<file path="src/hw/stream_dram_pkg.sv">
//////////////////////////////////////////////////
// types and sizes shared by the frame store path
// buffer and queue depths must be powers of two
//////////////////////////////////////////////////
package stream_dram_pkg;

   localparam int WORD_ADDR_W       = 14;   // 16 K words of frame memory
   localparam int BURST_WORDS       = 16;
   localparam int HEADER_WORDS      = 8;
   localparam int HDR_LEN_LO        = 2;
   localparam int HDR_LEN_HI        = 3;
   localparam int FRAME_QUEUE_DEPTH = 4;
   localparam int CMD_CREDITS       = 2;
   localparam int WBUF_WORDS        = 32;
   localparam int RBUF_WORDS        = 32;

   typedef logic [WORD_ADDR_W-1:0]               word_addr_t;
   typedef logic [WORD_ADDR_W+1:0]               half_cnt_t;
   typedef logic [WORD_ADDR_W+2:0]               byte_len_t;
   typedef logic [$clog2(WBUF_WORDS)-1:0]        wptr_t;
   typedef logic [$clog2(WBUF_WORDS):0]          wcnt_t;
   typedef logic [$clog2(RBUF_WORDS)-1:0]        rptr_t;
   typedef logic [$clog2(RBUF_WORDS):0]          rcnt_t;
   typedef logic [$clog2(FRAME_QUEUE_DEPTH)-1:0] qptr_t;
   typedef logic [$clog2(FRAME_QUEUE_DEPTH):0]   qcnt_t;
   typedef logic [$clog2(CMD_CREDITS+1)-1:0]     credit_t;

   localparam byte_len_t HDR_BYTES = byte_len_t'(HEADER_WORDS * 4);

   typedef enum logic [2:0] {
      DT_FRAME_START,
      DT_PIXEL,
      DT_FRAME_END,
      DT_HEADER_START,
      DT_HEADER,
      DT_HEADER_END,
      DT_OTHER
   } dtype_e;

   typedef enum logic {MEM_WRITE, MEM_READ} mem_op_e;

   typedef enum logic [1:0] {WR_FRAME, WR_HEADER, WR_FLUSH_FRAME, WR_FLUSH_HEADER} wr_state_e;
   typedef enum logic {RD_IDLE, RD_FETCH} rd_state_e;

   typedef struct packed {
      logic        valid;
      dtype_e      dtype;
      logic [15:0] data;
   } stream_word_t;

   typedef struct packed {
      logic       valid;
      mem_op_e    op;
      word_addr_t word_addr;
      logic [3:0] burst_len;   // words minus one
   } mem_cmd_t;

   typedef struct packed {
      logic        valid;
      logic [31:0] data;
   } rd_beat_t;

   typedef struct packed {
      word_addr_t base;
      word_addr_t len_words;   // multiple of BURST_WORDS
   } frame_desc_t;

endpackage
</file>
<file path="src/hw/burst_arbiter.sv">
//////////////////////////////////////////////////
// one command per cycle to the ram while a credit
// is held; the last loser wins a tie
//////////////////////////////////////////////////
`timescale 1ns/1ps
module burst_arbiter (
   input  logic                      rclk,
   input  logic                      resetb,
   input  stream_dram_pkg::mem_cmd_t wr_cmd,
   input  stream_dram_pkg::mem_cmd_t rd_cmd,
   input  logic                      credit_return,
   output logic                      wr_grant,
   output logic                      rd_grant,
   output stream_dram_pkg::mem_cmd_t mem_cmd
);

   stream_dram_pkg::credit_t credits;
   logic                     last_rd;   // reader won the last grant
   logic                     have_credit, pick_rd;

   assign have_credit = credits != '0;
   assign pick_rd     = rd_cmd.valid && (!wr_cmd.valid || !last_rd);
   assign rd_grant    = have_credit && pick_rd;
   assign wr_grant    = have_credit && wr_cmd.valid && !pick_rd;

   always_comb begin
      mem_cmd = '0;
      if (rd_grant) mem_cmd = rd_cmd;
      else if (wr_grant) mem_cmd = wr_cmd;
   end

   always_ff @(posedge rclk or negedge resetb) begin
      if (!resetb) begin
         credits <= stream_dram_pkg::credit_t'(stream_dram_pkg::CMD_CREDITS);
         last_rd <= 1'b0;
      end else begin
         credits <= credits - (rd_grant || wr_grant) + credit_return;
         if (rd_grant) last_rd <= 1'b1;
         else if (wr_grant) last_rd <= 1'b0;
      end
   end

endmodule

</file>
<file path="config.mk">
export PLATFORM = sky130hd
export DESIGN_NAME = burst_arbiter
export DESIGN_NICKNAME = d
export VERILOG_FILES = /design/src/hw/stream_dram_pkg.sv /design/src/hw/burst_arbiter.sv
export SDC_FILE = /design/constraint.sdc
export NUM_CORES = 1
export LEC_CHECK = 0
export ABC_AREA = 1
export BUFFER_PORTS_ARGS = -buffer_cell sky130_fd_sc_hd__buf_4
export CORE_MARGIN = 8
export CORE_UTILIZATION = 35
export CTS_CLUSTER_SIZE = 24
export DETAILED_ROUTE_END_ITERATION = 10
export PLACE_DENSITY = 0.87
export SETUP_SLACK_MARGIN = 0.05
export SLEW_MARGIN = 5
export SYNTH_ARGS = -nofsm -noshare
export SYNTH_HDL_FRONTEND = slang
export SYNTH_SLANG_ARGS = --single-unit
</file>
<file path="constraint.sdc">
create_clock -name rclk -period 2.5 [get_ports rclk]
set_clock_uncertainty 0.15 [all_clocks]
set_input_delay 0.25 -clock rclk [delete_from_list [all_inputs] [get_ports rclk]]
set_output_delay 0.25 -clock rclk [all_outputs]
set_load 0.02 [all_outputs]
</file>
# After elaboration in Yosys (flattened, before gate mapping)
# Index checks and enable logic that the tools add are counted.
[word_totals]
output_inout_bits = 22
reg_bits = 3
in_bits = 43
wordCells = 19
[op_classes]
muxes = 4
addsub = 2
n_reduce_logical = 11
[ops]
columns = ["operator", "count"]
rows = [
  ["two-way mux 20 bit", 2],
  ["logical AND 1 bit", 4],
  ["nonzero test 2 bit", 2],
  ["zero test 1 bit", 3],
  ["adder 2 x 1 -> 2 bit", 1],
  ["logical OR 1 bit", 2],
  ["two-way mux 1 bit", 2],
  ["subtractor 2 x 1 -> 2 bit", 1],
]

# Longest topological paths before layout
[logic_depth]
word_depth = 8
mapped_depth = 12
depth_no_buf = 11

# Worst setup path before layout
# No wires, ideal clock.
[synth_path]
path_type = "reg-to-reg"
from = "reg last_rd"
to = "reg credits[1]"
arrival_ns = 1.563
path_stages_with_launch = 13
period_less_slack_ns = 1.789
n_path_buf = 1
setup_slack_ns = 0.711
setup_ns = 0.076
path_cell_list = "dfrtp_1 > nand2_1 > nand2_1 > buf_4 > nor2_2 > inv_1 > nand2_1 > ha_1 > inv_1 > ha_1 > inv_1 > nand2_1 > nand2_1"
[synth_via]
elab_cells_between_ends = 9
[synth_rtl]
columns = ["item", "line_no", "text"]
rows = [
  ["start: declaration", "burst_arbiter.sv:18", "logic last_rd;"],
  ["start signal: assignment", "burst_arbiter.sv:35", "last_rd <= 1'b0;"],
  ["start signal: assignment", "burst_arbiter.sv:38", "if (rd_grant) last_rd <= 1'b1;"],
  ["start signal: assignment", "burst_arbiter.sv:39", "else if (wr_grant) last_rd <= 1'b0;"],
  ["zero test 1 bit", "burst_arbiter.sv:22", "assign pick_rd = rd_cmd.valid && (!wr_cmd.valid || !last_rd);"],
  ["logical OR 1 bit", "burst_arbiter.sv:22", ""],
  ["logical AND 1 bit", "burst_arbiter.sv:22", ""],
  ["logical AND 1 bit", "burst_arbiter.sv:23", "assign rd_grant = have_credit && pick_rd;"],
  ["named net rd_grant", "burst_arbiter.sv:13", "output logic rd_grant,"],
  ["logical OR 1 bit", "burst_arbiter.sv:37", "credits <= credits - (rd_grant || wr_grant) + credit_return;"],
  ["subtractor 2 x 1 -> 2 bit", "burst_arbiter.sv:37", ""],
  ["adder 2 x 1 -> 2 bit", "burst_arbiter.sv:37", ""],
  ["end signal: assignment", "burst_arbiter.sv:34", "credits <= stream_dram_pkg::credit_t'(stream_dram_pkg::CMD_CREDITS);"],
  ["end signal: assignment", "burst_arbiter.sv:37", ""],
  ["end: declaration", "burst_arbiter.sv:17", "stream_dram_pkg::credit_t credits;"],
]
# The timed path passes the listed nets, and every way through them passes these cells.
# A chain may end at the register's enable or synchronous reset.

==> flow_summary.toml <==
[status]
status = "complete, no violations"

[cts]
htreeDepth = 1
postCtsSetupRepairBufs = 0
insertion_delay_ns = 0.23
cts_root_buf = "clkbuf_4"
cts_buffers = 3
clkSlewWorstSetupHoldPaths_ns = 0.04
clockBufferDepth = 2
cts_tree = "yes"
clock_sinks = 3

[sta]
setup_viol = 0
tightest_slew_ns = 0.388
hold_violations = 0
tns_ns = 0
period_minus_slack_ns = 1.91
fmax_mhz = 524
finalCritPeriodShare = 0.763
maxSlewViolCount = 0
max_slew_margin = 0.741
rsz0062_at_grt = "no"

[synthesis]
synth_area_sq_um = 548
synth_cells = 96
synth.area.mux_share = 0
ys_seq_area_frac = 0.139
ys.warnings.count = 0
synth_compound_area_frac = 0.00913
postSynthAreaPerCell_sq_um = 5.71
synth.distinct_cells = 14
syn_nets = 141
synth_seq_cells = 3
synth_xor_area_frac = 0
synth-simple-area-share = 0.662
synth_top_family_by_area = "simple AND/OR/NAND/NOR gates"
synth_fa_ha_area_frac = 0.0457

[layout]
syn_to_final_growth_pct = 92.5
drive_gt1_frac = 0.465
mostFrequentLayoutCell = "buf_4"
fin_util = 0.708
final_cell_mix = "buf_4 (67), nand2_1 (32), nand3_1 (20), nand4_1 (19), inv_1 (7)"
antenna-diode-count = 0
nets = 205
nFillCells = 130
fin_area_sq_um = 1050

[worst_setup_path]
crit_slowest_cell = "dfrtp_1"
slowest_delay_ns = 0.37
crit_fanout = 21
crit_type = "register to output pin"
startpoint_type = "register"
required_ns = 2.10
arrival_ns = 1.51
path_cells = "nand2_1 > buf_4 > nand2_1 > buf_4 > nand3_1 > nand2_1 > buf_4"
crit_path_end_kind = "output pin"

[global_routing]
grt-ovfl-total = 0
grt_pass1_vias = 900
grt_pass1_wl_mm = 4.06
grt_max_degree = 22
grt_usage = 0.153
antenna_found_initial = 0

[drt]
first_pass_iters = 4
wirelength_mm = 2.42
drt-wirelength-per-cell_um = 13.9
dr.first_iter.drc_count = 16
antenna_left = 0
route.detailed.vias_per_inst = 5.03
dr_total_vias = 880
drc = 0

[power_and_ir_drop]
seqPwrFrac = 0.108
p_per_area_nw_per_um2 = 868
swShare = 0.522
p_comb_frac = 0.800
p_int_uw = 437
pwr-share-clk = 0.092
peakVddDrop_uv = 644
p_sw_uw = 478
total_leakage_power_nw = 0.632

[floorplan]
fp.dieArea_sq_um = 3090
rows = 14
coreArea_sq_um = 1490
io_pins = 65
start_util = 0.368
die_h_um = 55.6
dieWidth_um = 55.6

[placed_design]
routabilityCongestion = 0.727
place_hpwl_mm = 2.05
dpl_cell_area_sq_um = 1020
io_buffers = 64

[worst_hold_path]
hp-class = "input port to register"

[run]
max-cap-violations = 0
[cell families after synthesis]
logic type      Yosys count
buf+inv                  16
compound gates            1
flops                     3
simple gates             74
fa+ha+maj                 2
[through the flow]
step	total power, mW	instances	worst slack (ns)	hold slack, ns
after global routing	1.01	175	0.431	0.0956
after global placement	0.814	170	0.775	-0.110
after detailed placement	0.835	170	0.692	-0.109
final	0.915	175	0.593	0.0995
after CTS	0.926	175	0.581	0.0883
after floorplan	0.570	96	0.711	-0.196
[flip-flops by register name, indices dropped and copies added (netlist names)]
signal	cells
last_rd	1
credits	2
[worst max-delay path: cells and delay by family, from the launching register on]
| kind | cells | cell delay, ns |
|---|---|---|
| flops | 1 | 0.37 |
| buf+inv | 3 | 0.58 |
| simple gates | 4 | 0.32 |
[power groups by stage]
| stage | registers (mW) | logic [mW] | clock network (mW) |
|---|---|---|---|
| final | 0.0989 | 0.732 | 0.0846 |
| after global placement | 0.0976 | 0.716 | 0 |
| after global routing | 0.103 | 0.815 | 0.0927 |
| after detailed placement | 0.0990 | 0.736 | 0 |
| after CTS | 0.0985 | 0.738 | 0.0899 |
| after floorplan | 0.0960 | 0.474 | 0 |
[area by class of cell]
cell class / instances / area, sq um / share of cell area
Clock buffer: 4 / 26.3 / 0.0249
Inverter: 7 / 26.3 / 0.0249
Multi-Input combinational cell: 77 / 393 / 0.372
Sequential cell: 3 / 76.3 / 0.0724
Tap cell: 16 / 20.0 / 0.0190
Timing Repair Buffer: 68 / 513 / 0.486
[timing repair]
action                     in CTS  in global routing
resized for setup               0                  0
hold buffers                    1                  0
hold endpoints to repair        3                  0
setup endpoints to repair       0                  0
[synth_stat cells]
master | count | area share
a21oi_1 | 1 | 0.0091
buf_2 | 3 | 0.027
buf_4 | 2 | 0.027
buf_6 | 1 | 0.021
clkbuf_1 | 3 | 0.021
dfrtp_1 | 2 | 0.091
dfstp_2 | 1 | 0.048
ha_1 | 2 | 0.046
inv_1 | 7 | 0.048
nand2_1 | 32 | 0.22
nand3_1 | 20 | 0.18
nand4_1 | 19 | 0.22
nor2_2 | 2 | 0.023
nor2_4 | 1 | 0.021
[path summary, 6_finish.rpt]
path,from,to,slack (ns),depth (start not counted)
max in group asynchronous,resetb,credits[1],1.82,2
worst min-delay path,credit_return,credits[0],0.1,2
worst max-delay path,last_rd,mem_cmd[11],0.59,7
min in group asynchronous,resetb,last_rd,0.19,2
worst max register to register,last_rd,credits[1],0.69,12
worst min register to register,last_rd,last_rd,0.33,2
[per-layer routing]
metal | GRT usage | part of all wire | up-vias
met1 | 0.145 | 0.37 | 393
met2 | 0.304 | 0.56 | 26
met5 | 0 | 0 | -
met4 | 0.0528 | 0.0091 | 0
met3 | 0.0365 | 0.061 | 2
li1 | - | - | 459
(Power assumes the default switching activity.)
