**src/hw/stream_dram_pkg.sv**
```systemverilog
//////////////////////////////////////////////////
// types and sizes shared by the frame store path
// buffer and queue depths must be powers of two
//////////////////////////////////////////////////
package stream_dram_pkg;

   localparam int WORD_ADDR_W       = 14;   // 16 K words of frame memory
   localparam int BURST_WORDS       = 16;
   localparam int HEADER_WORDS      = 8;
   localparam int HDR_LEN_LO        = 2;
   localparam int HDR_LEN_HI        = 3;
   localparam int FRAME_QUEUE_DEPTH = 4;
   localparam int CMD_CREDITS       = 2;
   localparam int WBUF_WORDS        = 32;
   localparam int RBUF_WORDS        = 32;

   typedef logic [WORD_ADDR_W-1:0]               word_addr_t;
   typedef logic [WORD_ADDR_W+1:0]               half_cnt_t;
   typedef logic [WORD_ADDR_W+2:0]               byte_len_t;
   typedef logic [$clog2(WBUF_WORDS)-1:0]        wptr_t;
   typedef logic [$clog2(WBUF_WORDS):0]          wcnt_t;
   typedef logic [$clog2(RBUF_WORDS)-1:0]        rptr_t;
   typedef logic [$clog2(RBUF_WORDS):0]          rcnt_t;
   typedef logic [$clog2(FRAME_QUEUE_DEPTH)-1:0] qptr_t;
   typedef logic [$clog2(FRAME_QUEUE_DEPTH):0]   qcnt_t;
   typedef logic [$clog2(CMD_CREDITS+1)-1:0]     credit_t;

   localparam byte_len_t HDR_BYTES = byte_len_t'(HEADER_WORDS * 4);

   typedef enum logic [2:0] {
      DT_FRAME_START,
      DT_PIXEL,
      DT_FRAME_END,
      DT_HEADER_START,
      DT_HEADER,
      DT_HEADER_END,
      DT_OTHER
   } dtype_e;

   typedef enum logic {MEM_WRITE, MEM_READ} mem_op_e;

   typedef enum logic [1:0] {WR_FRAME, WR_HEADER, WR_FLUSH_FRAME, WR_FLUSH_HEADER} wr_state_e;
   typedef enum logic {RD_IDLE, RD_FETCH} rd_state_e;

   typedef struct packed {
      logic        valid;
      dtype_e      dtype;
      logic [15:0] data;
   } stream_word_t;

   typedef struct packed {
      logic       valid;
      mem_op_e    op;
      word_addr_t word_addr;
      logic [3:0] burst_len;   // words minus one
   } mem_cmd_t;

   typedef struct packed {
      logic        valid;
      logic [31:0] data;
   } rd_beat_t;

   typedef struct packed {
      word_addr_t base;
      word_addr_t len_words;   // multiple of BURST_WORDS
   } frame_desc_t;

endpackage
```
**src/hw/frame_queue.sv**
```systemverilog
//////////////////////////////////////////////////
// committed frame descriptors, oldest at head
// push on full and pop on empty are ignored
//////////////////////////////////////////////////
`timescale 1ns/1ps
module frame_queue (
   input  logic                         rclk,
   input  logic                         resetb,
   input  logic                         enable,
   input  logic                         push,
   input  stream_dram_pkg::frame_desc_t push_desc,
   input  logic                         pop,
   output stream_dram_pkg::frame_desc_t head,
   output logic                         empty,
   output logic                         full
);

   stream_dram_pkg::frame_desc_t slots [stream_dram_pkg::FRAME_QUEUE_DEPTH];
   stream_dram_pkg::qptr_t       wptr, rptr;
   stream_dram_pkg::qcnt_t       count;
   logic                         do_push, do_pop;

   assign do_push = push && !full;
   assign do_pop  = pop && !empty;
   assign head    = slots[rptr];
   assign empty   = count == '0;
   assign full    = count == stream_dram_pkg::qcnt_t'(stream_dram_pkg::FRAME_QUEUE_DEPTH);

   always_ff @(posedge rclk or negedge resetb) begin
      if (!resetb) begin
         wptr  <= '0;
         rptr  <= '0;
         count <= '0;
      end else if (!enable) begin
         wptr  <= '0;   // flush
         rptr  <= '0;
         count <= '0;
      end else begin
         wptr  <= wptr + do_push;
         rptr  <= rptr + do_pop;
         count <= count + do_push - do_pop;
      end
   end

   always_ff @(posedge rclk) begin
      if (do_push) slots[wptr] <= push_desc;
   end

endmodule

```
**config.mk**
```make
export PLATFORM = sky130hd
export DESIGN_NAME = frame_queue
export DESIGN_NICKNAME = d
export VERILOG_FILES = /design/src/hw/stream_dram_pkg.sv /design/src/hw/frame_queue.sv
export SDC_FILE = /design/constraint.sdc
export NUM_CORES = 1
export LEC_CHECK = 0
export BUFFER_PORTS_ARGS = -buffer_cell sky130_fd_sc_hd__buf_2
export CAP_MARGIN = 20
export CORE_ASPECT_RATIO = 0.6
export CORE_MARGIN = 4
export CORE_UTILIZATION = 40
export DETAILED_ROUTE_END_ITERATION = 8
export PLACE_DENSITY = 0.71
export SYNTH_ARGS = -nofsm -noshare
export SYNTH_HDL_FRONTEND = slang
export SYNTH_SLANG_ARGS = --single-unit
```
**constraint.sdc**
```tcl
create_clock -name rclk -period 4.62 [get_ports rclk]
set_clock_uncertainty 0.15 [all_clocks]
set_input_delay 0.924 -clock rclk [delete_from_list [all_inputs] [get_ports rclk]]
set_output_delay 0.924 -clock rclk [all_outputs]
set_load 0.02 [all_outputs]
```
# [After elaboration in Yosys (flattened, before gate mapping)]
# Memories as Yosys holds them, arrays and structs flattened.
# Cells that the tools add are included.
[word_totals] register_bits=7 mem_bits_rw=112 output_inout_bits=30 memories=1
[classes] n_addsub=4 n_eq_ne=1 muxes=5 n_reduce_logical=5
[memory_table] memory="slots" words=4 word_bits=28 rd=1 rd_ports_with_merged_regs=0 wr=1 line_no="frame_queue.sv:18" text="stream_dram_pkg::frame_desc_t slots [stream_dram_pkg::FRAME_QUEUE_DEPTH];"
[ops] cell="2-bit by 1-bit adder with 2-bit output" count=2
[ops] cell="2-bit two-way mux" count=2
[ops] cell="3-bit by 1-bit adder with 3-bit output" count=1
[ops] cell="3-bit == test, second input constant" count=1
[ops] cell="3-bit logical NOT" count=1
[ops] cell="3-bit two-way mux" count=1
[ops] cell="3-bit by 1-bit subtractor with 3-bit output" count=1
[ops] cell="1-bit logical AND" count=2
[ops] cell="1-bit logical NOT" count=2
[ops] cell="1-bit two-way mux" count=2

# [Depth between registers and ports, before layout]
# Gate-level depths: netlist (run 1).
[depth] ltp_word=6 mapped_depth=9

# [Worst setup path after synthesis (run 1)]
# Ideal clock, no wire load.
[synth_path] kind="input -> register" from="input port push" to="memory slots[0][0] in the netlist's numbering (enable)" setup_time_ps=494 arrival_time_ps=3838 required_ps=3976 path_slack_ps=139 stages=1 n_path_buf=0 cell_sequence="nor4b_1"
[synth_between] elab_chain_len=3
[synth_rtl] element="from (decl)" line_no="frame_queue.sv:10" text="input logic push,"
[synth_rtl] element="1-bit logical AND" line_no="frame_queue.sv:23" text="assign do_push = push && !full;"
[synth_rtl] element="1-bit two-way mux" line_no="frame_queue.sv:46" text="if (do_push) slots[wptr] <= push_desc;"
[synth_rtl] element="1-bit two-way mux (implied by the code)" line_no="frame_queue.sv:46"
[synth_rtl] element="to (decl)" line_no="frame_queue.sv:18"
# No other way between the ends.

==> flow_summary.yaml, run 1 <==
finish:
  layout-drive-gt1-share: 0.4354
  antenna_cells: 0
  fin_nets: 296
  syn2layout_area_growth_pct: 22.96
  fin_cells: 410
  final_area_um2: 5534
  multi_input_area_um2: 927.1
  fillers: 853
  regArea_um2: 3540
die:
  initial_core_util: 0.4176
  core_area_um2: 10780
  fp.dieW_um: 144.9
  num_io_pins: 63
  num_rows: 29
  die_h_um: 90.17
  dieArea_um2: 13070
power:
  clock_power_share: 0.358
  powerDensity_nw_per_um2: 593.9
  finalPower_uw: 3287
  power.switching_uw: 884.7
  power.internal_uw: 2402
  pwr-share-seq: 0.433
  vdd_ir_drop_max_uv: 273.4
  p_leak_uw: 0.001960
  netSwitchingFraction: 0.2692
  combPwrFrac: 0.209
timing:
  hold_viol: 0
  fmax_mhz: 302.7
  setup_violations: 0
  relSlewSlack: 0.3779
  period_share: 0.7151
  slew_violations: 0
  rsz0062_at_grt: "false"
  setup_slack_ns: 1.316
  worst_pin_slew_ns: 0.9331
  tns_ns: 0
  period_needed_ns: 3.304
synthesis:
  ys_ff_latch: 119
  yosysUniqueCellTypes: 21
  syn_nets: 217
  synth.avg_cell_area_um2: 25.14
  ys_seq_area_frac: 0.7862
  synthCells: 179
  synth_area_um2: 4501
  synth_warnings: 0
placed_design:
  place.gp.congestion: 0.6567
  dpl_cell_area_um2: 4989
  pre_cts_slack_ns: 1.644
  dpl.hpwl_mm: 5.117
  portBuffers: 62
  placed_cells: 378
run_status:
  status: "completed"
setup_path:
  r2r_cells: 9
  cp_slowest_stage_delay_ns: 0.97
  cp-start-kind: "flip-flop"
  cp_data_required_time_ns: 3.55
  end_kind: "primary output"
  worst-path-buf-inv: 1
  crit_slowest_cell: "dfrtp_2"
  crit_type: "flip-flop to primary output"
  path_depth: 2
  path_cells: "mux4_1 > buf_2"
  arrival_ns: 2.23
  crit_fanout: 29
  crit_family: "flip-flops"
route:
  drtPass1Iterations: 4
  wl_per_cell_um: 20.03
  vias_per_cell: 5.185
  finalWirelength_mm: 8.211
  antenna_left: 0
  dr_total_vias: 2126
  post-route-drc-count: 0
  dr.first_iter.drc_count: 164
global_route:
  antenna_found_initial: 2
  grt.total_usage: 0.1368
  grt_max_degree: 30
  grt_pass1_wl_mm: 13.08
  gr-total-overflow: 0
  grt_pass1_vias: 2348
cts:
  clockBufferDepth: 2
  cts.sink_count: 119
  cts_tree: "built"
  post_cts_buffers: 0
  cts_resized: 0
  clock-root-buffer: "clkbuf_16"
  cts_buffers: 17
  clkLatencyLatePin_ns: 0.40
  hold_buffers: 0
  cts.reportedPaths.clkPinSlew_ns: 0.05
  htreeDepth: 4
hold_path:
  hold_path_class: "input port to asynchronous set/reset pin"
run:
  maxCapViolCount: 0
## logic make-up after synthesis
logic type / after synthesis / synth area share
buffers and inverters: 8 / 0.01612
DFF: 119 / 0.7862
and+or+nand+nor: 16 / 0.02641
muxes: 28 / 0.1468
xor gates and xnor gates: 3 / 0.008897
adders and majority gates: 5 / 0.01557
## routing by layer
| metal | GRT usage | routed length [um] |
|---|---|---|
| met5 | 0 | 32 |
| met2 | 0.1888 | 3689 |
| met1 | 0.1772 | 3771 |
| met4 | 0.05692 | 77 |
| met3 | 0.07839 | 640 |
## power groups by stage
| stage | combinational (uW) | sequential (uW) | clock [uW] |
|---|---|---|---|
| after floorplan | 562 | 1370 | 0 |
| after detailed placement | 698 | 1450 | 0 |
| after global routing | 740 | 1450 | 1270 |
| after global placement | 685 | 1440 | 0 |
| after CTS | 700 | 1430 | 1210 |
| final | 687 | 1420 | 1180 |
## placed cells by master (no fill, tap or decap), types with 2 or more instances in the layout
cell	synthesis	final
ha_1	4	4
dfrtp_1	7	6
edfxtp_1	112	112
buf_2	2	62
nor2b_1	4	4
clkbuf_16	0	17
inv_1	2	2
clkbuf_8	0	6
mux4_2	20	20
and2_1	5	5
clkinv_2	0	3
buf_4	0	4
clkbuf_1	1	6
xor2_1	2	2
mux4_1	8	8
nor4bb_4	0	2
## stage by stage
| stage | hold slack [ns] | util |
|---|---|---|
| final | 0.2059 | 0.5135 |
| after global placement | 0.4873 | 0.4629 |
| after floorplan | 0.4535 | - |
| after detailed placement | 0.5169 | 0.4629 |
| after CTS | 0.1842 | 0.5135 |
| after global routing | 0.1891 | 0.5135 |
## path summary, 6_finish.rpt
path	start	slack [ns]	end
max	rptr[0]$_DFF_PN0_	1.32	head[0]
min	resetb	0.21	count[1]$_DFF_PN0_
max reg2reg	count[1]$_DFF_PN0_	2.08	count[2]$_DFF_PN0_
min reg2reg	count[2]$_DFF_PN0_	0.53	count[2]$_DFF_PN0_
max in group asynchronous	resetb	3.93	rptr[0]$_DFF_PN0_
min in group rclk	count[2]$_DFF_PN0_	0.53	count[2]$_DFF_PN0_
## final cells by class
| cell class | count | share of cell area |
|---|---|---|
| repair buffers | 66 | 0.06150 |
| multi-input cells | 52 | 0.1675 |
| flip-flops and latches | 119 | 0.6396 |
| clock inverters | 3 | 0.002713 |
| inverters | 2 | 0.001357 |
| well taps | 139 | 0.03143 |
| clock buffers | 29 | 0.09586 |
## Yosys cell counts
cell      number  area share
edfxtp_1     112        0.75
mux4_2        20        0.10
mux4_1         8       0.047
dfrtp_1        7       0.039
and2_1         5      0.0070
ha_1           4       0.011
nor2b_1        4      0.0056
buf_12         2      0.0089
buf_2          2      0.0022
inv_1          2      0.0017
nor4bb_1       2      0.0044
xor2_1         2      0.0039
and4b_1        1      0.0022
buf_6          1      0.0025
clkbuf_1       1     0.00083
fa_1           1      0.0044
nand2b_1       1      0.0014
nor3_1         1      0.0011
nor3b_2        1      0.0028
nor4b_1        1      0.0019
xnor3_1        1      0.0050
## flip-flops by register name, summed over array words and instances (netlist names)
name / cells
slots: 112
rptr: 2
wptr: 2
count: 3
## worst register-to-register path: stages (launching register included)
cell	delay, ns
dfrtp_1	0.43
nor3b_2	0.56
nand2b_1	0.19
ha_1	0.22
inv_1	0.06
ha_1	0.13
inv_1	0.05
fa_1	0.37
xnor3_1	0.18
nor2b_1	0.12
Power figures use the tool's default switching activity.
==> inputs of run 2 (changes only) <==
Clock period 4.62 ns to 3.2 ns, I/O delays scaled along.
==> flow_summary.yaml, run 2 (synthesis gave the netlist of run 1 again) <==
setup_path:
  crit_type: "flip-flop to primary output"
  r2r_cells: 9
  crit_fanout: 23
  cp_data_required_time_ns: 2.41
  timing.rr.end: "count[2]$_DFF_PN0_"
  reg2reg_setup_slack_ns: 0.65
  rr_startpoint: "count[1]$_DFF_PN0_"
  end_kind: "primary output"
  arrival_ns: 1.94
  cp-start-kind: "flip-flop"
route:
  dr.first_iter.drc_count: 99
  post-route-drc-count: 0
  finalWirelength_mm: 8.086
  antenna_left: 0
  wl_per_cell_um: 19.58
  drtPass1Iterations: 4
  dr_total_vias: 2069
  vias_per_cell: 5.010
cts:
  cts_tree: "built"
  clockBufferDepth: 2
  clkLatencyLatePin_ns: 0.40
  clock-root-buffer: "clkbuf_16"
  htreeDepth: 4
  cts_buffers: 17
  cts.sink_count: 119
  cts.reportedPaths.clkPinSlew_ns: 0.05
die:
  fp.dieW_um: 144.9
  core_area_um2: 10780
  dieArea_um2: 13070
  initial_core_util: 0.4176
  num_io_pins: 63
  die_h_um: 90.17
  num_rows: 29
hold_path:
  hold_path_end: "slots[3][10]$_DFFE_PP_"
  worstHoldStart: "push_desc[10]"
  hold_path_class: "input port to flip-flop"
  hold_depth: 1
placed_design:
  portBuffers: 62
  place.gp.congestion: 0.7093
  dpl.hpwl_mm: 4.880
global_route:
  grt_pass1_wl_mm: 13.06
  antenna_found_initial: 1
  grt_max_degree: 29
  grt.total_usage: 0.1361
  grt_pass1_vias: 2373
  gr-total-overflow: 0
finish:
  fillers: 868
  regMostFlops: "slots"
  antenna_cells: 0
  largest_reg_flops: 112
  final_common_cell: "edfxtp_1"
  reg_top3: "slots x112, count x3"
  layout-drive-gt1-share: 0.4489
  layout_common_cells: "112 x edfxtp_1, 62 x buf_2, 20 x mux4_2"
  regArea_um2: 3540
  syn2layout_area_growth_pct: 24.38
  fin_nets: 299
  multi_input_area_um2: 935.9
timing:
  relSlewSlack: 0.4727
  hold_viol: 0
  slew_violations: 0
  tns_ns: 0
  rsz0062_at_grt: "false"
  period_share: 0.8530
  period_needed_ns: 2.730
  fmax_mhz: 366.3
  worst_pin_slew_ns: 0.7910
  setup_violations: 0
power:
  power.internal_uw: 3514
  combPwrFrac: 0.225
  power.switching_uw: 1330
  vdd_ir_drop_max_uv: 451.5
  netSwitchingFraction: 0.2746
  finalPower_uw: 4844
  p_leak_uw: 0.001975
  pwr-share-seq: 0.409
  clock_power_share: 0.365
  powerDensity_nw_per_um2: 865.3
run:
  maxCapViolCount: 0
run_status:
  status: "completed"
==> run 2: area by class of cell <==
class                      instances  share of cell area
sequential                       119              0.6323
multi-input combinational         52              0.1672
clock buffer                      17             0.07599
timing repair buffer              69             0.06750
tap                              139             0.03107
clock inverter                    15             0.02459
inverter                           2            0.001341
==> run 2: timing repair <==
item | CTS | global route
gates resized for setup | 0 | 0
buffers inserted | 0 | 0
hold buffers | 1 | 0
hold endpoints to repair | 7 | 0
==> run 2: power by group through the flow <==
stage	Combinational (uW)	Clock, uW	Sequential (uW)
global route	1190	1900	2000
floorplan	814	0	1980
CTS	1130	1800	1990
detailed placement	1120	0	2010
finish	1090	1770	1980
global placement	1100	0	2000
==> run 2: critical path: stages, from the launching register on <==
cell	delay (ns)
dfrtp_2	0.50
buf_12	0.25
mux4_1	0.59
buf_2	0.18
==> run 2: worst max path at each step <==
stage,start,endpoint,slack [ns],depth (start not counted)
final,rptr[0]$_DFF_PN0_,head[4],0.47,3
after global placement,count[1]$_DFF_PN0_,count[2]$_DFF_PN0_,0.72,9
after detailed placement,count[1]$_DFF_PN0_,count[2]$_DFF_PN0_,0.62,9
after floorplan,count[2]$_DFF_PN0_,slots[1][0]$_DFFE_PP_,-0.85,2
after global routing,rptr[0]$_DFF_PN0_,head[4],0.37,3
after CTS,rptr[0]$_DFF_PN0_,head[26],0.42,3
==> run 2: stage by stage <==
| stage | setup slack (ns) | utilization | area (um^2) | hold WS, ns | cells |
|---|---|---|---|---|---|
| after CTS | 0.4192 | 0.5194 | 5598 | 0.2844 | 413 |
| after global placement | 0.7169 | 0.4663 | 5025 | 0.3377 | 380 |
| after floorplan | -0.8527 | - | 4507 | 0.1944 | 179 |
| after global routing | 0.3663 | 0.5194 | 5598 | 0.2858 | 413 |
| final | 0.4703 | 0.5194 | 5598 | 0.3009 | 413 |
| after detailed placement | 0.6216 | 0.4663 | 5025 | 0.3386 | 380 |
==> run 2: layer usage <==
layer  wire length [um]  vias up  global-route usage
li1                   -      929                   -
met1               3451     1063              0.1706
met2               4029       62              0.2087
met3                506       13             0.05779
met4                 89        2             0.05929
met5                  9        -                   0
