[src/hw/stream_dram_pkg.sv]
//////////////////////////////////////////////////
// types and sizes shared by the frame store path
// buffer and queue depths must be powers of two
//////////////////////////////////////////////////
package stream_dram_pkg;

   localparam int WORD_ADDR_W       = 14;   // 16 K words of frame memory
   localparam int BURST_WORDS       = 16;
   localparam int HEADER_WORDS      = 8;
   localparam int HDR_LEN_LO        = 2;
   localparam int HDR_LEN_HI        = 3;
   localparam int FRAME_QUEUE_DEPTH = 4;
   localparam int CMD_CREDITS       = 2;
   localparam int WBUF_WORDS        = 32;
   localparam int RBUF_WORDS        = 32;

   typedef logic [WORD_ADDR_W-1:0]               word_addr_t;
   typedef logic [WORD_ADDR_W+1:0]               half_cnt_t;
   typedef logic [WORD_ADDR_W+2:0]               byte_len_t;
   typedef logic [$clog2(WBUF_WORDS)-1:0]        wptr_t;
   typedef logic [$clog2(WBUF_WORDS):0]          wcnt_t;
   typedef logic [$clog2(RBUF_WORDS)-1:0]        rptr_t;
   typedef logic [$clog2(RBUF_WORDS):0]          rcnt_t;
   typedef logic [$clog2(FRAME_QUEUE_DEPTH)-1:0] qptr_t;
   typedef logic [$clog2(FRAME_QUEUE_DEPTH):0]   qcnt_t;
   typedef logic [$clog2(CMD_CREDITS+1)-1:0]     credit_t;

   localparam byte_len_t HDR_BYTES = byte_len_t'(HEADER_WORDS * 4);

   typedef enum logic [2:0] {
      DT_FRAME_START,
      DT_PIXEL,
      DT_FRAME_END,
      DT_HEADER_START,
      DT_HEADER,
      DT_HEADER_END,
      DT_OTHER
   } dtype_e;

   typedef enum logic {MEM_WRITE, MEM_READ} mem_op_e;

   typedef enum logic [1:0] {WR_FRAME, WR_HEADER, WR_FLUSH_FRAME, WR_FLUSH_HEADER} wr_state_e;
   typedef enum logic {RD_IDLE, RD_FETCH} rd_state_e;

   typedef struct packed {
      logic        valid;
      dtype_e      dtype;
      logic [15:0] data;
   } stream_word_t;

   typedef struct packed {
      logic       valid;
      mem_op_e    op;
      word_addr_t word_addr;
      logic [3:0] burst_len;   // words minus one
   } mem_cmd_t;

   typedef struct packed {
      logic        valid;
      logic [31:0] data;
   } rd_beat_t;

   typedef struct packed {
      word_addr_t base;
      word_addr_t len_words;   // multiple of BURST_WORDS
   } frame_desc_t;

endpackage
[src/hw/frame_writer.sv]
//////////////////////////////////////////////////
// packs the stream into words and writes each frame
// the stream must idle after FRAME_END and HEADER_END
// until the partial burst is granted; at most 16 header
// half-words per frame
//////////////////////////////////////////////////
`timescale 1ns/1ps
module frame_writer (
   input  logic                          rclk,
   input  logic                          resetb,
   input  logic                          enable,
   input  stream_dram_pkg::stream_word_t stream_in,
   input  logic                          grant,
   input  logic                          wr_pop,
   input  logic                          queue_full,
   output stream_dram_pkg::mem_cmd_t     cmd_req,
   output logic [31:0]                   wr_data,
   output logic                          desc_push,
   output stream_dram_pkg::frame_desc_t  desc,
   output logic [7:0]                    drop_count,
   output logic                          write_busy
);

   stream_dram_pkg::wr_state_e  state;
   logic [31:0]                 wbuf [stream_dram_pkg::WBUF_WORDS];
   stream_dram_pkg::wptr_t      wr_ptr, rd_ptr;
   stream_dram_pkg::wcnt_t      wcount;     // words held until the ram pops them
   stream_dram_pkg::wcnt_t      pend;       // words not yet covered by a command
   stream_dram_pkg::wcnt_t      seg_left;
   stream_dram_pkg::wcnt_t      burst_words, pend_nxt;
   stream_dram_pkg::word_addr_t base, wr_addr;
   stream_dram_pkg::half_cnt_t  pix_cnt;
   stream_dram_pkg::byte_len_t  frame_bytes, round_bytes;
   logic [15:0]                 lo_half, data_mux;
   logic [31:0]                 push_word;
   logic [4:0]                  hdr_idx;
   logic                        half_sel, is_data, is_end, word_push, flushing, commit;

   assign is_data = stream_in.valid && (stream_in.dtype == stream_dram_pkg::DT_PIXEL ||
                                        stream_in.dtype == stream_dram_pkg::DT_HEADER);
   assign is_end  = stream_in.valid && (stream_in.dtype == stream_dram_pkg::DT_FRAME_END ||
                                        stream_in.dtype == stream_dram_pkg::DT_HEADER_END);

   // header area plus pixels, rounded up to 64 bytes
   assign frame_bytes = {pix_cnt, 1'b0} + stream_dram_pkg::HDR_BYTES;
   assign round_bytes = (frame_bytes + stream_dram_pkg::byte_len_t'(63)) &
                        ~stream_dram_pkg::byte_len_t'(63);

   always_comb begin
      data_mux = stream_in.data;
      if (stream_in.dtype == stream_dram_pkg::DT_HEADER) begin
         if (int'(hdr_idx) == stream_dram_pkg::HDR_LEN_LO) data_mux = round_bytes[15:0];
         if (int'(hdr_idx) == stream_dram_pkg::HDR_LEN_HI) data_mux = 16'(round_bytes >> 16);
      end
   end

   assign word_push = enable && half_sel && (is_data || is_end);
   assign push_word = is_data ? {data_mux, lo_half} : {16'h0, lo_half};   // odd tail padded

   //////////////////////////////////////////////////
   // command side
   assign flushing    = state == stream_dram_pkg::WR_FLUSH_FRAME ||
                        state == stream_dram_pkg::WR_FLUSH_HEADER;
   assign burst_words = (flushing && seg_left < stream_dram_pkg::wcnt_t'(16)) ?
                        seg_left : stream_dram_pkg::wcnt_t'(stream_dram_pkg::BURST_WORDS);
   assign pend_nxt    = pend + word_push - (grant ? burst_words : '0);
   assign commit      = enable && state == stream_dram_pkg::WR_FLUSH_HEADER && seg_left == '0;

   assign cmd_req.valid     = enable && (flushing ? seg_left != '0 :
                              pend >= stream_dram_pkg::wcnt_t'(stream_dram_pkg::BURST_WORDS));
   assign cmd_req.op        = stream_dram_pkg::MEM_WRITE;
   assign cmd_req.word_addr = wr_addr;
   assign cmd_req.burst_len = 4'(burst_words - 1'b1);

   assign wr_data    = wbuf[rd_ptr];
   assign write_busy = flushing || wcount != '0;

   always_ff @(posedge rclk or negedge resetb) begin
      if (!resetb) begin
         state      <= stream_dram_pkg::WR_FRAME;
         wr_ptr     <= '0;
         rd_ptr     <= '0;
         wcount     <= '0;
         pend       <= '0;
         seg_left   <= '0;
         base       <= '0;
         wr_addr    <= '0;
         pix_cnt    <= '0;
         hdr_idx    <= '0;
         half_sel   <= 1'b0;
         desc_push  <= 1'b0;
         drop_count <= '0;
      end else if (!enable) begin
         // unissued words are dropped, issued ones still drain to the ram
         wr_ptr    <= wr_ptr - stream_dram_pkg::wptr_t'(pend);
         wcount    <= wcount - pend - wr_pop;
         rd_ptr    <= rd_ptr + wr_pop;
         pend      <= '0;
         seg_left  <= '0;
         base      <= '0;
         wr_addr   <= '0;
         half_sel  <= 1'b0;
         desc_push <= 1'b0;
         state     <= stream_dram_pkg::WR_FRAME;
      end else begin
         desc_push <= commit && !queue_full;
         rd_ptr    <= rd_ptr + wr_pop;
         wr_ptr    <= wr_ptr + word_push;
         wcount    <= wcount + word_push - wr_pop;
         pend      <= pend_nxt;
         if (grant) wr_addr <= wr_addr + stream_dram_pkg::word_addr_t'(burst_words);
         if (grant && flushing) seg_left <= seg_left - burst_words;
         if (is_data) half_sel <= !half_sel;
         if (stream_in.valid && stream_in.dtype == stream_dram_pkg::DT_PIXEL) pix_cnt <= pix_cnt + 1'b1;
         if (stream_in.valid && stream_in.dtype == stream_dram_pkg::DT_HEADER) hdr_idx <= hdr_idx + 1'b1;

         if (state == stream_dram_pkg::WR_FLUSH_FRAME && seg_left == '0) begin
            state   <= stream_dram_pkg::WR_HEADER;
            wr_addr <= base;                  // header goes back to the frame base
         end
         if (commit) begin
            state <= stream_dram_pkg::WR_FRAME;
            if (queue_full) drop_count <= drop_count + 1'b1;
            else base <= base + round_bytes[stream_dram_pkg::WORD_ADDR_W+1:2];
         end

         if (stream_in.valid) begin
            case (stream_in.dtype)
               stream_dram_pkg::DT_FRAME_START: begin
                  state    <= stream_dram_pkg::WR_FRAME;
                  pix_cnt  <= '0;
                  half_sel <= 1'b0;
                  wr_addr  <= base + stream_dram_pkg::word_addr_t'(stream_dram_pkg::HEADER_WORDS);
               end
               stream_dram_pkg::DT_HEADER_START: hdr_idx <= '0;
               stream_dram_pkg::DT_FRAME_END: begin
                  state    <= stream_dram_pkg::WR_FLUSH_FRAME;
                  seg_left <= pend_nxt;
                  half_sel <= 1'b0;
               end
               stream_dram_pkg::DT_HEADER_END: begin
                  state    <= stream_dram_pkg::WR_FLUSH_HEADER;
                  seg_left <= pend_nxt;
                  half_sel <= 1'b0;
               end
               default: ;
            endcase
         end
      end
   end

   always_ff @(posedge rclk) begin
      if (enable && is_data && !half_sel) lo_half <= data_mux;
      if (word_push) wbuf[wr_ptr] <= push_word;
      if (commit) desc <= '{base: base, len_words: round_bytes[stream_dram_pkg::WORD_ADDR_W+1:2]};
   end

endmodule

[config.mk]
export PLATFORM = sky130hd
export DESIGN_NAME = frame_writer
export DESIGN_NICKNAME = d
export VERILOG_FILES = /design/src/hw/stream_dram_pkg.sv /design/src/hw/frame_writer.sv
export SDC_FILE = /design/constraint.sdc
export NUM_CORES = 1
export LEC_CHECK = 0
export BUFFER_PORTS_ARGS = -buffer_cell sky130_fd_sc_hd__buf_2
export CAP_MARGIN = 10
export CORE_MARGIN = 5
export CORE_UTILIZATION = 60
export CTS_CLUSTER_SIZE = 10
export DETAILED_ROUTE_END_ITERATION = 7
export PLACE_DENSITY = 0.87
export SYNTH_ARGS = -nofsm -noshare
export SYNTH_HDL_FRONTEND = slang
export SYNTH_SLANG_ARGS = --single-unit
[constraint.sdc]
create_clock -name rclk -period 8.3 [get_ports rclk]
set_input_delay 1.66 -clock rclk [delete_from_list [all_inputs] [get_ports rclk]]
set_output_delay 1.66 -clock rclk [all_outputs]
set_load 0.02 [all_outputs]
-- Word level (Yosys, flattened, before mapping)
Memories as Yosys holds them, arrays and structs flattened.
Cells that the tools add are included.
- bits in registers: 129
- latch bits: 0
- memory bits (writable): 1024
- memory bits (read-only): 0
- input port bits: 26
- output and inout port bits: 90
- memories kept: 1
- $add $sub $neg: 19
- $mul: 0
- div/mod/pow operators: 0
- order comparisons: 2
- equality and inequality tests: 11
- shifts and indexed selects: 0
- mux-type cells: 40
- bitwise logic cells: 0
- reductions and logical operators: 30
- memory list (name ; depth ; bits a word ; rd ports ; clocked after Yosys merged registers in ; write ports ; RTL line ; RTL):
    wbuf ; 32 ; 32 ; 1 ; 0 ; 1 ; frame_writer.sv:25 ; logic [31:0] wbuf [stream_dram_pkg::WBUF_WORDS];
- operator list (kind ; number):
    2-to-1 mux 14 bit ; 8
    2-to-1 mux 16 bit ; 6
    2-to-1 mux 6 bit ; 8
    adder 17 x 6 -> 17 bit (second input constant) ; 2
    2-to-1 mux 32 bit ; 1
    2-to-1 mux 5 bit ; 4
    subtractor 6 bit ; 3
    adder 16 x 1 -> 16 bit (second input constant) ; 1
    logical AND 1 bit ; 15
    adder 14 bit ; 1
    adder 14 x 4 -> 14 bit (second input constant) ; 1
    adder 14 x 6 -> 14 bit ; 1
    adder 6 x 1 -> 6 bit ; 2
    nonzero test 6 bit ; 2
    subtractor 6 x 1 -> 6 bit ; 2
    adder 5 x 1 -> 5 bit ; 2
    == test 5 x 3 -> 1 bit (second input constant) ; 2
    adder 8 x 1 -> 8 bit (second input constant) ; 1
    2-to-1 mux 1 bit ; 8
    2-to-1 mux 2 bit ; 4
    == test 3 x 2 -> 1 bit (second input constant) ; 2
    == test 3 bit (second input constant) ; 2
    >= comparator 6 x 5 -> 1 bit (second input constant) ; 1
    zero test 6 bit ; 1
    16 further kinds ; 22

-- Longest topological paths before layout
- word-level depth: 10
- gate-level depth with buffers: 15
- mapped depth without buffers: 14

-- Worst setup path before layout
OpenSTA, ideal clock, no wires.
- path type: in2reg
- from: in stream_in[18] in the netlist's numbering
- to: mem wbuf[30][0], enable pin
- data arrival time: 4237 ps
- path slack: 3641 ps
- cell stages on the path: 7
- path buffers: 2
- cells stage by stage: clkbuf_1 -> nor2_1 -> xnor2_1 -> nand4_1 -> or3_1 -> clkbuf_1 -> nor2_1
- word-level cells in the longest chain between the ends: 7
- elaborated cells on any way between the ends: 12
- those cells by class: eq/ne (4); mux (2); reduce/logical (6)
- RTL lines (what ; RTL line ; RTL):
    from (decl) ; frame_writer.sv:12 ; input stream_dram_pkg::stream_word_t stream_in,
    == test 3 x 1 -> 1 bit, or another cell as far along ; frame_writer.sv:39 ; assign is_data = stream_in.valid && (stream_in.dtype == stream_dram_pkg::DT_PIXEL ||
    logical OR 1 bit, on equally long branches ; frame_writer.sv:39, frame_writer.sv:41 ;
    logical AND 1 bit, on equally long branches ; frame_writer.sv:39, frame_writer.sv:41 ;
    logical OR 1 bit (*) ; frame_writer.sv:57 ; assign word_push = enable && half_sel && (is_data || is_end);
    logical AND 1 bit (*) ; frame_writer.sv:57 ;
    2-to-1 mux 1 bit (*) ; frame_writer.sv:154 ; if (word_push) wbuf[wr_ptr] <= push_word;
    2-to-1 mux 1 bit (implied by the code) (*) ; frame_writer.sv:154 ;
    to (decl) ; frame_writer.sv:25 ;
Mark *: on every way between the ends. The rest lies on a longest branch, timed or not.

-- Final worst setup path
- from: reg rd_ptr[0]
- to: out wr_data[10]
- word-level cells in the longest chain between the ends: 1
- RTL lines (what ; RTL line ; RTL):
    from (decl) ; frame_writer.sv:26 ; stream_dram_pkg::wptr_t wr_ptr, rd_ptr;
    from (signal assigned) ; frame_writer.sv:97 ; rd_ptr <= rd_ptr + wr_pop;
    from (signal assigned) ; frame_writer.sv:107 ; rd_ptr <= rd_ptr + wr_pop;
    memory (32 x 32 bit) ; -- ;
    to (decl) ; frame_writer.sv:17 ; output logic [31:0] wr_data,
Every way passes these cells.

==> impl_metrics.yaml <==
outcome:
  status: "finished clean"
routing:
  num_vias: 24800
  highest_layer: "met5"
  wl_met2_microns: 63500
  totalWireLength_microns: 126000
  wl_met1_microns: 40900
  viasPerCell: 7.09
  drt-initial-drc-count: 3534
  drc_errors: 0
  drtPass1Iterations: 6
  drt-wirelength-per-cell_microns: 36.0
  antenna_left: 0
  dr_wl_met3_microns: 14600
hold_path:
  min_to: "drop_count[7]"
  min_from: "drop_count[7]"
  worstHoldPathType: "flop to flop"
  whs_path_depth: 1
clocking:
  clockRootBuffer: "clkbuf_16"
  post_cts_resize_count: 0
  clock-sinks: 1145
  cts_buffers: 133
  cts_tree: "yes"
  clkLatencyLatePin_ns: 0.73
  path_clk_slew_ns: 0.06
  clockBufferDepth: 3
  post_cts_buffers: 0
  htree_levels: 4
  ctsHoldBuffers: 0
timing:
  slew_headroom: 0.0756
  fin_skew_ns: 0.0341
  worst_pin_slew_ns: 1.39
  finalHoldViolCount: 0
  rsz0062_at_grt: "false"
  finalMaxSlewViolations: 0
  fin_crit_sh: 0.697
  fmax_mhz: 173
  tns_ns: 0
  setup_violations: 0
  period_needed_ns: 5.78
  fin_hold_ws_ns: 0.472
setup_path:
  critPathRequiredTime_ns: 6.64
  cp-end-kind: "output port"
  arrival_ns: 4.12
  r2r_cells: 14
  reg2reg_from: "pix_cnt[0]"
  rrSetupSlack_ns: 4.54
  startpoint_type: "flop"
  critical_path_class: "flop to output port"
  reg2reg_to: "base[13]"
  crit_fanout: 97
synthesis:
  syn_area_per_cell_sq_um: 20.8
  ys_types: 72
  yosysSeqAreaShare: 0.735
  ys.flop_type: "edfxtp_1"
  ys_async_sr_fraction: 0.0742
  synth_area_leaders: "edfxtp_1, mux4_2, dfrtp_1"
  synth_top_area_share: 0.689
  ys_warn_count: 0
  ys_top_cells_by_count: "edfxtp_1, mux4_2, dfrtp_1, nor2_1, clkbuf_1"
  synth-edff-count: 1060
  yosysMostFrequentCell: "edfxtp_1"
  syn_area_sq_mm: 0.0462
  netlist_instances: 2225
  synth_seq_cells: 1145
  yosysTopAreaCell: "edfxtp_1"
floorplanning:
  die_x_microns: 287
  die_h_microns: 287
  num_rows: 101
  die-area_sq_mm: 0.0826
  start_util: 0.607
  pin_count: 116
  coreArea_sq_mm: 0.0761
grt:
  grt_max_degree: 126
  antenna_found_initial: 14
  grt_overflow: 0
  grt_pass1_wl_microns: 181000
  grt_usage: 0.309
  grt_pass1_vias: 25600
cells_and_area:
  stdcell_area_sq_mm: 0.0523
  nets: 2505
  area_delta_synth_final_pct: 13.3
  drive_gt1_frac: 0.296
  finalNonFillerCells: 3490
  finish.utilization: 0.688
power:
  vdd_drop_max_uv: 290
  leakagePower_nw: 17.4
  power.density_mw_per_mm2: 311
placed_design:
  dp.cells: 3310
  gp_congestion: 0.860
  io_buffers: 106
  place_area_sq_mm: 0.0485
  hpwlAfterDp_microns: 66000
job:
  cap_viol_max_count: 0
cells in the final DEF, fill, tap and decap left out, types with 34 or more instances in the layout:
cell type / synthesis / final
buf_2: 27 / 105
inv_1: 49 / 49
xnor2_1: 42 / 42
dfrtp_1: 85 / 80
mux4_2: 320 / 320
xor2_1: 38 / 38
nand2_1: 46 / 46
edfxtp_1: 1060 / 1060
mux2_2: 34 / 34
ha_1: 53 / 53
a21oi_1: 45 / 45
clkbuf_16: 0 / 136
buf_4: 14 / 40
nor2_1: 81 / 49
nand3_1: 34 / 34
state kept, by name, summed over array words and instances (netlist names):
name        flops
lo_half        16
wr_ptr          5
half_sel        1
state           2
pend            6
pix_cnt        16
wcount          6
desc           20
base           10
wbuf         1024
wr_addr        14
rd_ptr          5
seg_left        6
desc_push       1
drop_count      8
hdr_idx         5
critical path, cell delays in order (launching register included):
cell and delay, ns:
dfrtp_4 0.90, buf_12 0.64, mux4_2 0.69, mux4_2 0.55
mux2_2 0.30, buf_2 0.16
metrics by stage:
step	total power, mW	worst slack (ns)
after global routing	16.8	2.27
after global placement	10.8	3.18
final	16.3	2.52
after detailed placement	11.0	2.98
after CTS	16.3	2.42
after floorplan	9.79	3.64
layer usage:
layer / global-route usage / up-vias
li1: - / 9422
met1: 0.394 / 12700
met2: 0.513 / 2177
met3: 0.0787 / 437
met4: 0.133 / 18
met5: 0 / -
power breakdown:
group	leakage (nW)	switching, mW	internal [mW]
sequential	10.8	0.438	6.34
combinational	4.81	2.11	2.12
clock	1.81	2.28	2.98
total	17.4	4.82	11.4
worst max-delay path by stage:
stage / start / endpoint / slack [ns] / cells past startpoint
after global placement: enable / wbuf[1][11] / 3.18 / 6
final: rd_ptr[0] / wr_data[10] / 2.52 / 5
after CTS: rd_ptr[0] / wr_data[10] / 2.42 / 5
after detailed placement: enable / wbuf[25][11] / 2.98 / 6
after global routing: rd_ptr[0] / wr_data[10] / 2.27 / 5
after floorplan: stream_in[18] / wbuf[30][0] / 3.64 / 7
layout make-up:
| class | count | area [sq um] |
|---|---|---|
| Antenna cell | 2 | 5.00 |
| Clock buffer | 159 | 3510 |
| Clock inverter | 14 | 224 |
| Fill cell | 4325 | 23800 |
| Inverter | 49 | 184 |
| Multi-Input combinational cell | 923 | 11800 |
| Sequential cell | 1145 | 34000 |
| Tap cell | 1030 | 1290 |
| Timing Repair Buffer | 168 | 1320 |
kinds of logic after synthesis:
| family | share of synthesized area |
|---|---|
| compound gates | 0.0198 |
| xor+xnor | 0.0152 |
| buf+inv | 0.0159 |
| mux | 0.167 |
| fa+ha+maj | 0.0170 |
| other cells | 0.000163 |
| flops | 0.735 |
| simple gates | 0.0303 |
Note: power is estimated with default switching activity, not from simulation.
